## config.mk

```make
export PLATFORM = sky130hd
export DESIGN_NAME = tcb_logsize_mem
export DESIGN_NICKNAME = d
export VERILOG_FILES = /design/src/hw/tcb_pkg.sv /design/src/hw/tcb_logsize_mem.sv /design/src/hw/tcb_byteena_mem.sv /design/src/hw/tcb_logsize2byteena.sv /design/src/hw/tcb_req_delay.sv
export SDC_FILE = /design/constraint.sdc
export NUM_CORES = 2
export LEC_CHECK = 0
export ABC_AREA = 1
export ABC_CLOCK_PERIOD_IN_PS = 2400
export BUFFER_PORTS_ARGS = -buffer_cell sky130_fd_sc_hd__buf_2
export CORE_ASPECT_RATIO = 1.5
export CORE_UTILIZATION = 35
export CTS_CLUSTER_SIZE = 24
export DETAILED_ROUTE_END_ITERATION = 10
export GPL_TIMING_DRIVEN = 0
export SYNTH_ARGS = -nofsm -noshare
export SYNTH_HDL_FRONTEND = slang
export SYNTH_SLANG_ARGS = --single-unit
```

## constraint.sdc

```tcl
create_clock -name clk -period 2.4 [get_ports clk]
set_input_delay 0.12 -clock clk [delete_from_list [all_inputs] [get_ports clk]]
set_output_delay 0.12 -clock clk [all_outputs]
set_load 0.005 [all_outputs]
```

## src/hw/tcb_pkg.sv

```systemverilog
/* shared TCB bus widths, size and endianness encodings and vector typedefs
   imported by every RTL module of the log-size memory path */

`default_nettype none

package tcb_pkg;

  ////////////////////////////////////////
  // bus geometry
  ////////////////////////////////////////

  // address and data bus widths
  localparam int unsigned TCB_ADR_W = 32;
  localparam int unsigned TCB_DAT_W = 32;

  // byte lane width and count
  localparam int unsigned TCB_UNT = 8;
  localparam int unsigned TCB_BEN = TCB_DAT_W / TCB_UNT;

  // byte offset bits within a word
  localparam int unsigned TCB_OFF_W = $clog2(TCB_BEN);

  ////////////////////////////////////////
  // vector types
  ////////////////////////////////////////

  typedef logic [TCB_ADR_W-1:0] tcb_adr_t;
  typedef logic [TCB_DAT_W-1:0] tcb_dat_t;
  typedef logic [TCB_BEN-1:0]   tcb_ben_t;
  typedef logic [TCB_OFF_W-1:0] tcb_off_t;

  // logarithmic transfer size, 2**siz bytes
  typedef logic [1:0] tcb_siz_t;

  ////////////////////////////////////////
  // encodings
  ////////////////////////////////////////

  // sizes, value 3 is illegal
  localparam tcb_siz_t TCB_BYTE = 2'd0;
  localparam tcb_siz_t TCB_HALF = 2'd1;
  localparam tcb_siz_t TCB_WORD = 2'd2;

  // endianness (ndn) bit
  localparam logic TCB_LITTLE = 1'b0;
  localparam logic TCB_BIG    = 1'b1;

endpackage

`default_nettype wire
```

## src/hw/tcb_logsize_mem.sv

```systemverilog
/* top level of the TCB log-size memory path, converter plus byte enable
   memory with a request delay line, sets latency, mode and depth */

`default_nettype none

module tcb_logsize_mem #(
  parameter int unsigned DLY       = 1,
  parameter bit          ALIGNED   = 1'b0,
  parameter int unsigned MEM_WORDS = 64
)(
  input  wire                    clk,
  input  wire                    arst_n,
  // manager request
  input  wire                    vld,
  input  wire                    wen,
  input  wire tcb_pkg::tcb_adr_t adr,
  input  wire tcb_pkg::tcb_siz_t siz,
  input  wire                    ndn,
  input  wire tcb_pkg::tcb_dat_t wdt,
  // manager response
  output logic                   rsp_vld,
  output tcb_pkg::tcb_dat_t      rdt,
  output logic                   sts
);

  import tcb_pkg::*;

  // byte enable bus between converter and memory
  logic     mem_vld;
  logic     mem_wen;
  tcb_adr_t mem_adr;
  tcb_ben_t mem_ben;
  tcb_dat_t mem_wdt;
  tcb_dat_t mem_rdt;

  // delayed request attributes
  tcb_siz_t dly_siz;
  tcb_off_t dly_off;
  logic     dly_ndn;

  ////////////////////////////////////////
  // submodules
  ////////////////////////////////////////

  tcb_req_delay #(
    .DLY     (DLY)
  ) u_dly (
    .clk     (clk),
    .arst_n  (arst_n),
    .vld     (vld),
    .siz     (siz),
    .off     (adr[TCB_OFF_W-1:0]),
    .ndn     (ndn),
    .dly_siz (dly_siz),
    .dly_off (dly_off),
    .dly_ndn (dly_ndn)
  );

  tcb_logsize2byteena #(
    .ALIGNED (ALIGNED)
  ) u_cnv (
    .vld     (vld),
    .wen     (wen),
    .adr     (adr),
    .siz     (siz),
    .ndn     (ndn),
    .wdt     (wdt),
    .man_vld (mem_vld),
    .man_wen (mem_wen),
    .man_adr (mem_adr),
    .man_ben (mem_ben),
    .man_wdt (mem_wdt),
    .man_rdt (mem_rdt),
    .dly_siz (dly_siz),
    .dly_off (dly_off),
    .dly_ndn (dly_ndn),
    .rdt     (rdt)
  );

  // status goes straight back to the manager
  tcb_byteena_mem #(
    .DLY       (DLY),
    .MEM_WORDS (MEM_WORDS)
  ) u_mem (
    .clk     (clk),
    .arst_n  (arst_n),
    .vld     (mem_vld),
    .wen     (mem_wen),
    .adr     (mem_adr),
    .ben     (mem_ben),
    .wdt     (mem_wdt),
    .rsp_vld (rsp_vld),
    .rdt     (mem_rdt),
    .sts     (sts)
  );

endmodule

`default_nettype wire

```

## src/hw/tcb_byteena_mem.sv

```systemverilog
/* TCB byte enable memory subordinate, never stalls, read data and status
   return DLY cycles after the request */

`default_nettype none

module tcb_byteena_mem #(
  parameter int unsigned DLY       = 1,
  parameter int unsigned MEM_WORDS = 64
)(
  input  wire                    clk,
  input  wire                    arst_n,
  // request
  input  wire                    vld,
  input  wire                    wen,
  input  wire tcb_pkg::tcb_adr_t adr,
  input  wire tcb_pkg::tcb_ben_t ben,
  input  wire tcb_pkg::tcb_dat_t wdt,
  // response
  output logic                   rsp_vld,
  output tcb_pkg::tcb_dat_t      rdt,
  output logic                   sts
);

  import tcb_pkg::*;

  // word index bits
  localparam int unsigned IDX_W = $clog2(MEM_WORDS);

  // storage
  tcb_dat_t mem [MEM_WORDS];

  // word index and range check
  logic [TCB_ADR_W-TCB_OFF_W-1:0] wrd;
  logic [IDX_W-1:0]               idx;
  logic                           in_rng;

  // response pipeline
  logic     [DLY-1:0] vld_q;
  logic     [DLY-1:0] sts_q;
  tcb_dat_t [DLY-1:0] rdt_q;

  assign wrd    = adr[TCB_ADR_W-1:TCB_OFF_W];
  assign idx    = wrd[IDX_W-1:0];
  assign in_rng = (wrd < MEM_WORDS);

  ////////////////////////////////////////
  // write
  ////////////////////////////////////////

  // enabled lanes only, out of range writes dropped
  always_ff @(posedge clk) begin
    if (vld && wen && in_rng) begin
      for (int unsigned i = 0; i < TCB_BEN; i++) begin
        if (ben[i]) begin
          mem[idx][i*TCB_UNT +: TCB_UNT] <= wdt[i*TCB_UNT +: TCB_UNT];
        end
      end
    end
  end

  ////////////////////////////////////////
  // read and response
  ////////////////////////////////////////

  always_ff @(posedge clk or negedge arst_n) begin
    if (!arst_n) begin
      vld_q <= '0;
      sts_q <= '0;
    end else begin
      vld_q[0] <= vld;
      // error for any access past the end
      sts_q[0] <= vld & ~in_rng;
      for (int unsigned i = 1; i < DLY; i++) begin
        vld_q[i] <= vld_q[i-1];
        sts_q[i] <= sts_q[i-1];
      end
    end
  end

  // read data, zero for writes and out of range
  always_ff @(posedge clk) begin
    rdt_q[0] <= (vld && !wen && in_rng) ? mem[idx] : '0;
    for (int unsigned i = 1; i < DLY; i++) begin
      rdt_q[i] <= rdt_q[i-1];
    end
  end

  assign rsp_vld = vld_q[DLY-1];
  assign sts     = sts_q[DLY-1];
  assign rdt     = rdt_q[DLY-1];

endmodule

`default_nettype wire

```

## src/hw/tcb_logsize2byteena.sv

```systemverilog
/* TCB converter from logarithmic size mode to byte enable mode, places write
   bytes into lanes and re-packs read lanes into the low bytes of rdt */

`default_nettype none

module tcb_logsize2byteena #(
  parameter bit ALIGNED = 1'b0
)(
  // manager side request
  input  wire                    vld,
  input  wire                    wen,
  input  wire tcb_pkg::tcb_adr_t adr,
  input  wire tcb_pkg::tcb_siz_t siz,
  input  wire                    ndn,
  input  wire tcb_pkg::tcb_dat_t wdt,
  // memory side request
  output logic                   man_vld,
  output logic                   man_wen,
  output tcb_pkg::tcb_adr_t      man_adr,
  output tcb_pkg::tcb_ben_t      man_ben,
  output tcb_pkg::tcb_dat_t      man_wdt,
  // response
  input  wire tcb_pkg::tcb_dat_t man_rdt,
  input  wire tcb_pkg::tcb_siz_t dly_siz,
  input  wire tcb_pkg::tcb_off_t dly_off,
  input  wire                    dly_ndn,
  output tcb_pkg::tcb_dat_t      rdt
);

  import tcb_pkg::*;

  // byte lane views of the data buses
  logic [TCB_BEN-1:0][TCB_UNT-1:0] req_wdt;
  logic [TCB_BEN-1:0][TCB_UNT-1:0] lane_wdt;
  logic [TCB_BEN-1:0][TCB_UNT-1:0] lane_rdt;
  logic [TCB_BEN-1:0][TCB_UNT-1:0] rsp_rdt;

  // request offset and log-size masks
  tcb_off_t req_off;
  tcb_ben_t req_msk;
  tcb_ben_t rsp_msk;

  // low 2**s lanes set
  function automatic tcb_ben_t siz_mask(input tcb_siz_t s);
    tcb_ben_t m;
    for (int unsigned i = 0; i < TCB_BEN; i++) begin
      m[i] = (i < (1 << s));
    end
    return m;
  endfunction

  ////////////////////////////////////////
  // request
  ////////////////////////////////////////

  // handshake and command pass straight on
  assign man_vld = vld;
  assign man_wen = wen;

  // word aligned address to the memory
  assign man_adr = {adr[TCB_ADR_W-1:TCB_OFF_W], TCB_OFF_W'(0)};
  assign req_off = adr[TCB_OFF_W-1:0];

  assign req_msk = siz_mask(siz);
  assign req_wdt = wdt;
  assign man_wdt = lane_wdt;

  ////////////////////////////////////////
  // response
  ////////////////////////////////////////

  assign rsp_msk  = siz_mask(dly_siz);
  assign lane_rdt = man_rdt;

  // bytes above the access size read as zero
  always_comb begin
    for (int unsigned i = 0; i < TCB_BEN; i++) begin
      rdt[i*TCB_UNT +: TCB_UNT] = rsp_msk[i] ? rsp_rdt[i] : '0;
    end
  end

  ////////////////////////////////////////
  // lane multiplexers
  ////////////////////////////////////////

  if (ALIGNED) begin : g_aligned

    // offset aligned down to the access size
    tcb_off_t aln_off;

    always_comb begin
      case (siz)
        TCB_BYTE: aln_off = req_off;
        TCB_HALF: aln_off = {req_off[1], 1'b0};
        default:  aln_off = '0;
      endcase
    end

    assign man_ben = req_msk << aln_off;

    // write lanes, endianness ignored
    always_comb begin
      lane_wdt = '0;
      case (siz)
        TCB_BYTE: lane_wdt[req_off] = req_wdt[0];
        TCB_HALF: begin
          if (req_off[1]) begin
            lane_wdt[3] = req_wdt[1];
            lane_wdt[2] = req_wdt[0];
          end else begin
            lane_wdt[1] = req_wdt[1];
            lane_wdt[0] = req_wdt[0];
          end
        end
        TCB_WORD: lane_wdt = req_wdt;
        default:  lane_wdt = '0;
      endcase
    end

    // read lanes back into the low bytes
    always_comb begin
      rsp_rdt = '0;
      case (dly_siz)
        TCB_BYTE: rsp_rdt[0] = lane_rdt[dly_off];
        TCB_HALF: begin
          if (dly_off[1]) begin
            rsp_rdt[1] = lane_rdt[3];
            rsp_rdt[0] = lane_rdt[2];
          end else begin
            rsp_rdt[1] = lane_rdt[1];
            rsp_rdt[0] = lane_rdt[0];
          end
        end
        TCB_WORD: rsp_rdt = lane_rdt;
        default:  rsp_rdt = '0;
      endcase
    end

  end else begin : g_rotate

    // little: byte k to lane off+k, big: byte k to lane off-k, mod 4
    always_comb begin
      for (int unsigned i = 0; i < TCB_BEN; i++) begin
        if (ndn == TCB_LITTLE) begin
          man_ben[i]  = req_msk[tcb_off_t'(i - req_off)];
          lane_wdt[i] = req_wdt[tcb_off_t'(i - req_off)];
        end else begin
          man_ben[i]  = req_msk[tcb_off_t'(req_off - i)];
          lane_wdt[i] = req_wdt[tcb_off_t'(req_off - i)];
        end
      end
    end

    // inverse rotation, byte k from the lane it was written to
    always_comb begin
      for (int unsigned i = 0; i < TCB_BEN; i++) begin
        if (dly_ndn == TCB_LITTLE) begin
          rsp_rdt[i] = lane_rdt[tcb_off_t'(dly_off + i)];
        end else begin
          rsp_rdt[i] = lane_rdt[tcb_off_t'(dly_off - i)];
        end
      end
    end

  end

endmodule

`default_nettype wire

```

## src/hw/tcb_req_delay.sv

```systemverilog
/* request attribute delay line, keeps size, offset and endianness of each
   request in flight until its response returns DLY cycles later */

`default_nettype none

module tcb_req_delay #(
  parameter int unsigned DLY = 1
)(
  input  wire                    clk,
  input  wire                    arst_n,
  // request attributes
  input  wire                    vld,
  input  wire tcb_pkg::tcb_siz_t siz,
  input  wire tcb_pkg::tcb_off_t off,
  input  wire                    ndn,
  // attributes aligned with the response
  output tcb_pkg::tcb_siz_t      dly_siz,
  output tcb_pkg::tcb_off_t      dly_off,
  output logic                   dly_ndn
);

  import tcb_pkg::*;

  // one stage per cycle of read latency
  tcb_siz_t [DLY-1:0] siz_q;
  tcb_off_t [DLY-1:0] off_q;
  logic     [DLY-1:0] ndn_q;

  ////////////////////////////////////////
  // shift register
  ////////////////////////////////////////

  always_ff @(posedge clk or negedge arst_n) begin
    if (!arst_n) begin
      siz_q <= '0;
      off_q <= '0;
      ndn_q <= '0;
    end else begin
      // first stage, capture on a transfer
      if (vld) begin
        siz_q[0] <= siz;
        off_q[0] <= off;
        ndn_q[0] <= ndn;
      end else begin
        // idle slot, keep the stage quiet
        siz_q[0] <= '0;
        off_q[0] <= '0;
        ndn_q[0] <= 1'b0;
      end
      // remaining stages shift every cycle
      for (int unsigned i = 1; i < DLY; i++) begin
        siz_q[i] <= siz_q[i-1];
        off_q[i] <= off_q[i-1];
        ndn_q[i] <= ndn_q[i-1];
      end
    end
  end

  // last stage lines up with memory rsp_vld
  assign dly_siz = siz_q[DLY-1];
  assign dly_off = off_q[DLY-1];
  assign dly_ndn = ndn_q[DLY-1];

endmodule

`default_nettype wire

```

Word-level counts from Yosys, hierarchy flattened
Memories as Yosys holds them, arrays and structs flattened. A register that Yosys moved wholly into a read port is not among the register bits. Cells that the tools add are included.

Register bits: 7. Bits in latches: 0. Memory bits (writable): 2048. Memory bits (read-only): 0. Bits of input ports: 71. Output and inout bits: 34. Memories: 1.

Add/sub/neg operators: 13. Multipliers: 0. Div/mod/pow operators: 0. $lt $le $gt $ge: 24. Equal/unequal tests: 0. Shift operators: 2. Muxes and demuxes: 76. Bitwise operators: 2. Reduce and logical (&&, ||, !) cells: 6.

Memory list: u_mem.mem (words 64, bits a word 32, read ports 1, clocked after memory_dff 1, write ports 1, line tcb_byteena_mem.sv:30) `tcb_dat_t mem [MEM_WORDS];`.

Operators with widths (count): binary-select mux 8 bit (select 2 bit) (15); 2-to-1 mux 8 bit (26); < comparator 1 x 32 -> 1 bit (first input constant) (4); < comparator 2 x 32 -> 1 bit (first input constant) (4); << shifter 1 x 2 -> 32 bit (first input constant) (2); < comparator 2 x 3 -> 1 bit (second input constant) (15); < comparator 30 x 7 -> 1 bit (second input constant) (1); 2-to-1 mux 1 bit (25); binary-select mux 1 bit (select 2 bit) (8); subtractor 2 bit (second input constant) (4); adder 2 bit (second input constant) (2); logical AND 1 bit (4); 2-to-1 mux 2 bit (2); subtractor 1 x 2 -> 2 bit (first input constant) (2); subtractor 2 x 1 -> 2 bit (second input constant) (2); subtractor 2 bit (first input constant) (2); adder 2 x 1 -> 2 bit (second input constant) (1); zero test 1 bit (2); AND 1 bit (1); NOT 1 bit (1).

Depth between registers and ports, before layout
Depth in word-level cells: 8. Gate-level depth with buffers: 12.

Modules after synthesis
Synthesis repeated with hierarchy kept, for this count alone.

Cells, all modules: 9181. Area total of the unflattened synthesis: 92347.3 sq um.

Modules (own cells, without submodules): tcb_byteena_mem (times used 1, cells each 8489, area each 89002.9 sq um, seq. area each 62189.6 sq um); tcb_logsize2byteena (times used 1, cells each 677, area each 3181.8 sq um, seq. area each 0.0 sq um); tcb_req_delay (times used 1, cells each 15, area each 162.7 sq um, seq. area each 125.1 sq um).

Worst setup path after synthesis
OpenSTA, ideal clock, no wires.

Path type: input -> register. From: input adr[0]. To: memory u_mem.mem[0][14] (netlist bit) (data pin). Data arrival time: 1823 ps. Required time: 2037 ps. Slack: 214 ps. Cell stages on the path: 7. Buffers on the path: 2. Cells stage by stage: buf_2 nor2_1 nor2_4 inv_2 clkbuf_1 o21ai_0 o22a_1.

Cells in the longest elaborated chain, start to end: 4. Elaborated cells between the ends (all ways): 7. Classes of those cells: 2 x add/sub; 5 x mux.

RTL lines: start, declared (line tcb_logsize_mem.sv:16) `input wire tcb_pkg::tcb_adr_t adr,`; subtractor 1 x 2 -> 2 bit or subtractor 2 x 1 -> 2 bit (tied branches) (line tcb_logsize2byteena.sv:146, tcb_logsize2byteena.sv:149); binary-select mux 8 bit (select 2 bit) (on tied branches) (line tcb_logsize2byteena.sv:146, tcb_logsize2byteena.sv:149); 2-to-1 mux 8 bit (on tied branches) (line tcb_logsize2byteena.sv:146, tcb_logsize2byteena.sv:149); 2-to-1 mux 8 bit (*) (line tcb_logsize2byteena.sv:144) `if (ndn == TCB_LITTLE) begin`; named net mem_wdt[14] (line tcb_logsize_mem.sv:33) `tcb_dat_t mem_wdt;`; end, declared (line tcb_byteena_mem.sv:30).

Mark *: on every way through the listed nets, which the timed path passes. The rest lies on a longest branch. The select of a mux whose other input is x is not followed.

Worst setup path after layout
From: register u_dly.off_q, in the netlist u_dly.dly_off[0]. To: output rdt[22].

Cells in the longest elaborated chain, start to end: 5. Elaborated cells between the ends (all ways): 8. Classes of those cells: 2 x add/sub; 6 x mux.

RTL lines: start, declared (line tcb_req_delay.sv:26) `tcb_off_t [DLY-1:0] off_q;`; start signal, assigned by index (line tcb_req_delay.sv:53) `off_q[i] <= off_q[i-1];`; adder 2 bit or subtractor 2 bit (tied branches) (line tcb_logsize2byteena.sv:158, tcb_logsize2byteena.sv:160); binary-select mux 8 bit (select 2 bit) (on tied branches) (line tcb_logsize2byteena.sv:158, tcb_logsize2byteena.sv:160); 2-to-1 mux 8 bit (on tied branches) (line tcb_logsize2byteena.sv:158, tcb_logsize2byteena.sv:160); 2-to-1 mux 8 bit (*) (line tcb_logsize2byteena.sv:157) `if (dly_ndn == TCB_LITTLE) begin`; 2-to-1 mux 8 bit (*) (line tcb_logsize2byteena.sv:78) `rdt[i*TCB_UNT +: TCB_UNT] = rsp_msk[i] ? rsp_rdt[i] : '0;`; end, declared (line tcb_logsize_mem.sv:22) `output tcb_pkg::tcb_dat_t rdt,`.

Mark *: on every way between the ends. The rest lies on a longest branch, timed or not. The select of a mux whose other input is x is not followed.

==> impl_metrics.env <==
export IMPL_outcome="finished with violations"
export IMPL_failed_checks="negative setup slack"
export IMPL_areaGrowthSynthToFinish_pct=15.6
export IMPL_row_count=229
export IMPL_finalSetupViolCount=327
export IMPL_required_ps=2280
export IMPL_synth_nets=9042
export IMPL_startpoint_type="flip-flop"
export IMPL_power_density_mw_per_mm2=736
export IMPL_ant_nets=0
export IMPL_timing_final_crit_share=1.17
export IMPL_worst_slew_pin_slew_ps=1110
export IMPL_cts_buffer_depth=4
export IMPL_ys_seq_elements=2087
export IMPL_synth_cell_types=27
export IMPL_cap_violations=0
export IMPL_grt_max_degree=65
export IMPL_path_clk_slew_ps=60
export IMPL_cts_htree_levels=4
export IMPL_finalWorstSetupSlack_ps=-409
export IMPL_synth_most_common_cell="nand2_1"
export IMPL_setup_tns_ps=-20330
export IMPL_cts_tree="done"
export IMPL_cts_sinks=2087
export IMPL_worst_hold_path_type="primary input to flip-flop"
export IMPL_drive_gt1_frac=0.146
export IMPL_arrival_ps=2690
export IMPL_seq_area_frac_synth=0.681
export IMPL_dieArea_mm2=0.264
export IMPL_rsz0062_at_grt="yes"
export IMPL_grt_pass1_wl_um=462000
export IMPL_cp_end_kind="primary output"
export IMPL_synthAdderAreaFrac=0
export IMPL_fill_cells=24988
export IMPL_synth_cells=8971
export IMPL_p_leak_nw=43.5
export IMPL_final_hold_viol_count=0
export IMPL_vias=65668
export IMPL_syn_area_mm2=0.0915
export IMPL_ios=105
export IMPL_synth_compound_area_frac=0.0360
export IMPL_netlist_area_leader_share=0.672
export IMPL_netlist_top_cells_count="2436 x nand2_1, 2048 x edfxtp_1, 1641 x inv_1, 866 x nand3_1, 608 x nor2_1"
export IMPL_drcViolationCount=0
export IMPL_slew_headroom=0.260
export IMPL_grt_pass1_vias=63094
export IMPL_yosys_mux_area_fraction=0.00350
export IMPL_die_w_um=419
export IMPL_die_h_um=628
export IMPL_drt_initial_drc_count=7670
export IMPL_via_per_inst=5.05
export IMPL_drt_pass1_iterations=7
export IMPL_ys_warn_count=0
export IMPL_slew_viol_final=0
export IMPL_antenna_found_initial=25
export IMPL_start_util=0.352
export IMPL_wl_um=338000
export IMPL_synth_area_leaders="edfxtp_1 67%, nand2_1 10%, inv_1 6.7%"
export IMPL_path_max_fanout=4
export IMPL_dp_hpwl_um=251000
export IMPL_synthFlopType="edfxtp_1"
export IMPL_grt_overflow=0
export IMPL_pre_cts_ws_ps=-2290
export IMPL_cts_buffers=187
export IMPL_max_vdd_ir_drop_mv=0.597
export IMPL_io_buffers=100
export IMPL_synth_top_family_by_area="simple AND/OR/NAND/NOR gates"
export IMPL_fmax_mhz=356
export IMPL_synth_xor_area_frac=0.000178
export IMPL_fin_nets=9413
export IMPL_synth_top_area_cell="edfxtp_1"
export IMPL_crit_type="flip-flop to primary output"
export IMPL_final_setup_skew_ps=73.3
export IMPL_gp_congestion=1.05
export IMPL_clock_root_buffer="clkbuf_16"
export IMPL_synthSimpleGateAreaFrac=0.190
export IMPL_clock_latency_ps=880
export IMPL_core_area_mm2=0.260
export IMPL_avgRoutedWirePerCell_um=26.0
export IMPL_min_period_ps=2810
export IMPL_synth_edf_count=2048
export IMPL_track_usage=0.251
export IMPL_syn_avg_cell_area_um2=10.2
export IMPL_finalPower_mw=77.8
export IMPL_async_reset_ff_frac=0.00335
==> timing repair <==
action / CTS / global route
gates cloned: 1 / 0
resized for setup: 512 / 168
setup endpoints to repair: 2112 / 1020
hold buffers: 11 / 0
pin swaps: 36 / 17
endpoints found under the hold margin: 22 / 0
buffers inserted: 32 / 3
==> metal layers <==
layer,track usage,routed length (µm),vias up
met4,0.245,38100,6
li1,-,-,29604
met2,0.424,164000,3118
met1,0.260,111000,31936
met3,0.0443,24900,1004
met5,0,71,-
==> layout by cell type, fill, tap and decap left out, types with 5 or more instances in the layout <==
cell type | netlist | final
a21oi_1 | 48 | 35
a21oi_2 | 0 | 9
buf_1 | 26 | 23
buf_12 | 0 | 36
buf_16 | 0 | 11
buf_2 | 270 | 325
buf_4 | 4 | 45
buf_6 | 0 | 18
bufinv_16 | 0 | 16
clkbuf_1 | 138 | 148
clkbuf_16 | 0 | 193
clkbuf_2 | 0 | 12
clkbuf_4 | 0 | 14
clkinv_1 | 0 | 50
clkinv_2 | 0 | 33
clkinv_4 | 0 | 5
clkinvlp_4 | 0 | 6
dfxtp_1 | 32 | 32
diode_2 | 0 | 46
dlygate4sd3_1 | 0 | 11
edfxtp_1 | 2048 | 2048
inv_1 | 1641 | 1632
inv_2 | 7 | 14
mux2i_1 | 32 | 32
nand2_1 | 2436 | 2402
nand2_2 | 1 | 29
nand2_4 | 0 | 6
nand3_1 | 866 | 866
nor2_1 | 608 | 358
nor2_2 | 10 | 208
nor2_4 | 3 | 55
nor3_2 | 0 | 5
o211ai_1 | 66 | 66
o21ai_0 | 414 | 317
o21ai_1 | 42 | 72
o21ai_2 | 0 | 44
o21ai_4 | 0 | 23
o22a_4 | 0 | 29
or2_2 | 224 | 224
==> where the power goes <==
| part | switching [mW] | internal [mW] | total, mW |
|---|---|---|---|
| registers | 0.0313 | 40.7 | 40.8 |
| logic | 5.49 | 1.49 | 6.97 |
| clock network | 13.7 | 16.3 | 30.1 |
| total | 19.3 | 58.5 | 77.8 |
==> registers in the layout (all words and copies together) (netlist names) <==
| signal | cells |
|---|---|
| u_dly.dly_off | 2 |
| u_mem.rsp_vld | 1 |
| u_mem.rdt | 32 |
| u_mem.sts | 1 |
| u_dly.dly_siz | 2 |
| u_dly.dly_ndn | 1 |
| u_mem.mem | 2048 |
==> critical path: stages (launching register included) <==
cell and delay [ps]:
dfrtp_4 570, clkinvlp_4 190, buf_4 170, o21ai_4 180, o21ai_2 100, a21oi_4 420, buf_2 210
==> path summary, 6_finish.rpt <==
check | startpoint | to | slack, ps | cells past startpoint
min reg2reg | u_mem.mem[18][2] | u_mem.rdt[2] | 840 | 7
max | u_dly.dly_off[0] | rdt[22] | -410 | 6
max in group asynchronous | arst_n | u_dly.dly_off[1] | 1910 | 3
min | siz[0] | u_dly.dly_siz[0] | 60 | 4
min in group asynchronous | arst_n | u_mem.sts | 230 | 3
max reg2reg | u_mem.mem[49][1] | u_mem.rdt[1] | 220 | 8
==> kinds of logic after synthesis <==
kind of cell	count (synthesis)
AO/OA/AOI/OAI	602
XOR/XNOR	1
buffers and inverters	2086
flip-flops	2087
multiplexers	32
AND/OR/NAND/NOR	4163
==> through the flow <==
| step | instance area, µm² | hold WS [ps] | util | instances |
|---|---|---|---|---|
| 2_1_floorplan | 91500 | -176 | - | 8971 |
| 3_3_place_gp | 96300 | -47.4 | 0.371 | 12536 |
| 3_5_place_dp | 97400 | -43.6 | 0.375 | 12572 |
| 4_1_cts | 105000 | 26.2 | 0.405 | 12950 |
| 5_1_grt | 106000 | 98.5 | 0.407 | 12980 |
| 6_report | 106000 | 58.9 | 0.407 | 12998 |
==> layout make-up <==
type / count / area (µm²) / area share
clock buffer: 222 / 4920 / 0.0465
buffer: 438 / 2260 / 0.0214
timing repair buffer: 182 / 1840 / 0.0174
inverter: 1648 / 6190 / 0.0586
multi-input combinational: 4798 / 22800 / 0.216
sequential: 2087 / 62300 / 0.589
tap: 3465 / 4340 / 0.0410
antenna: 46 / 115 / 0.00109
clock inverter: 112 / 941 / 0.00890
(Power assumes the default switching activity.)
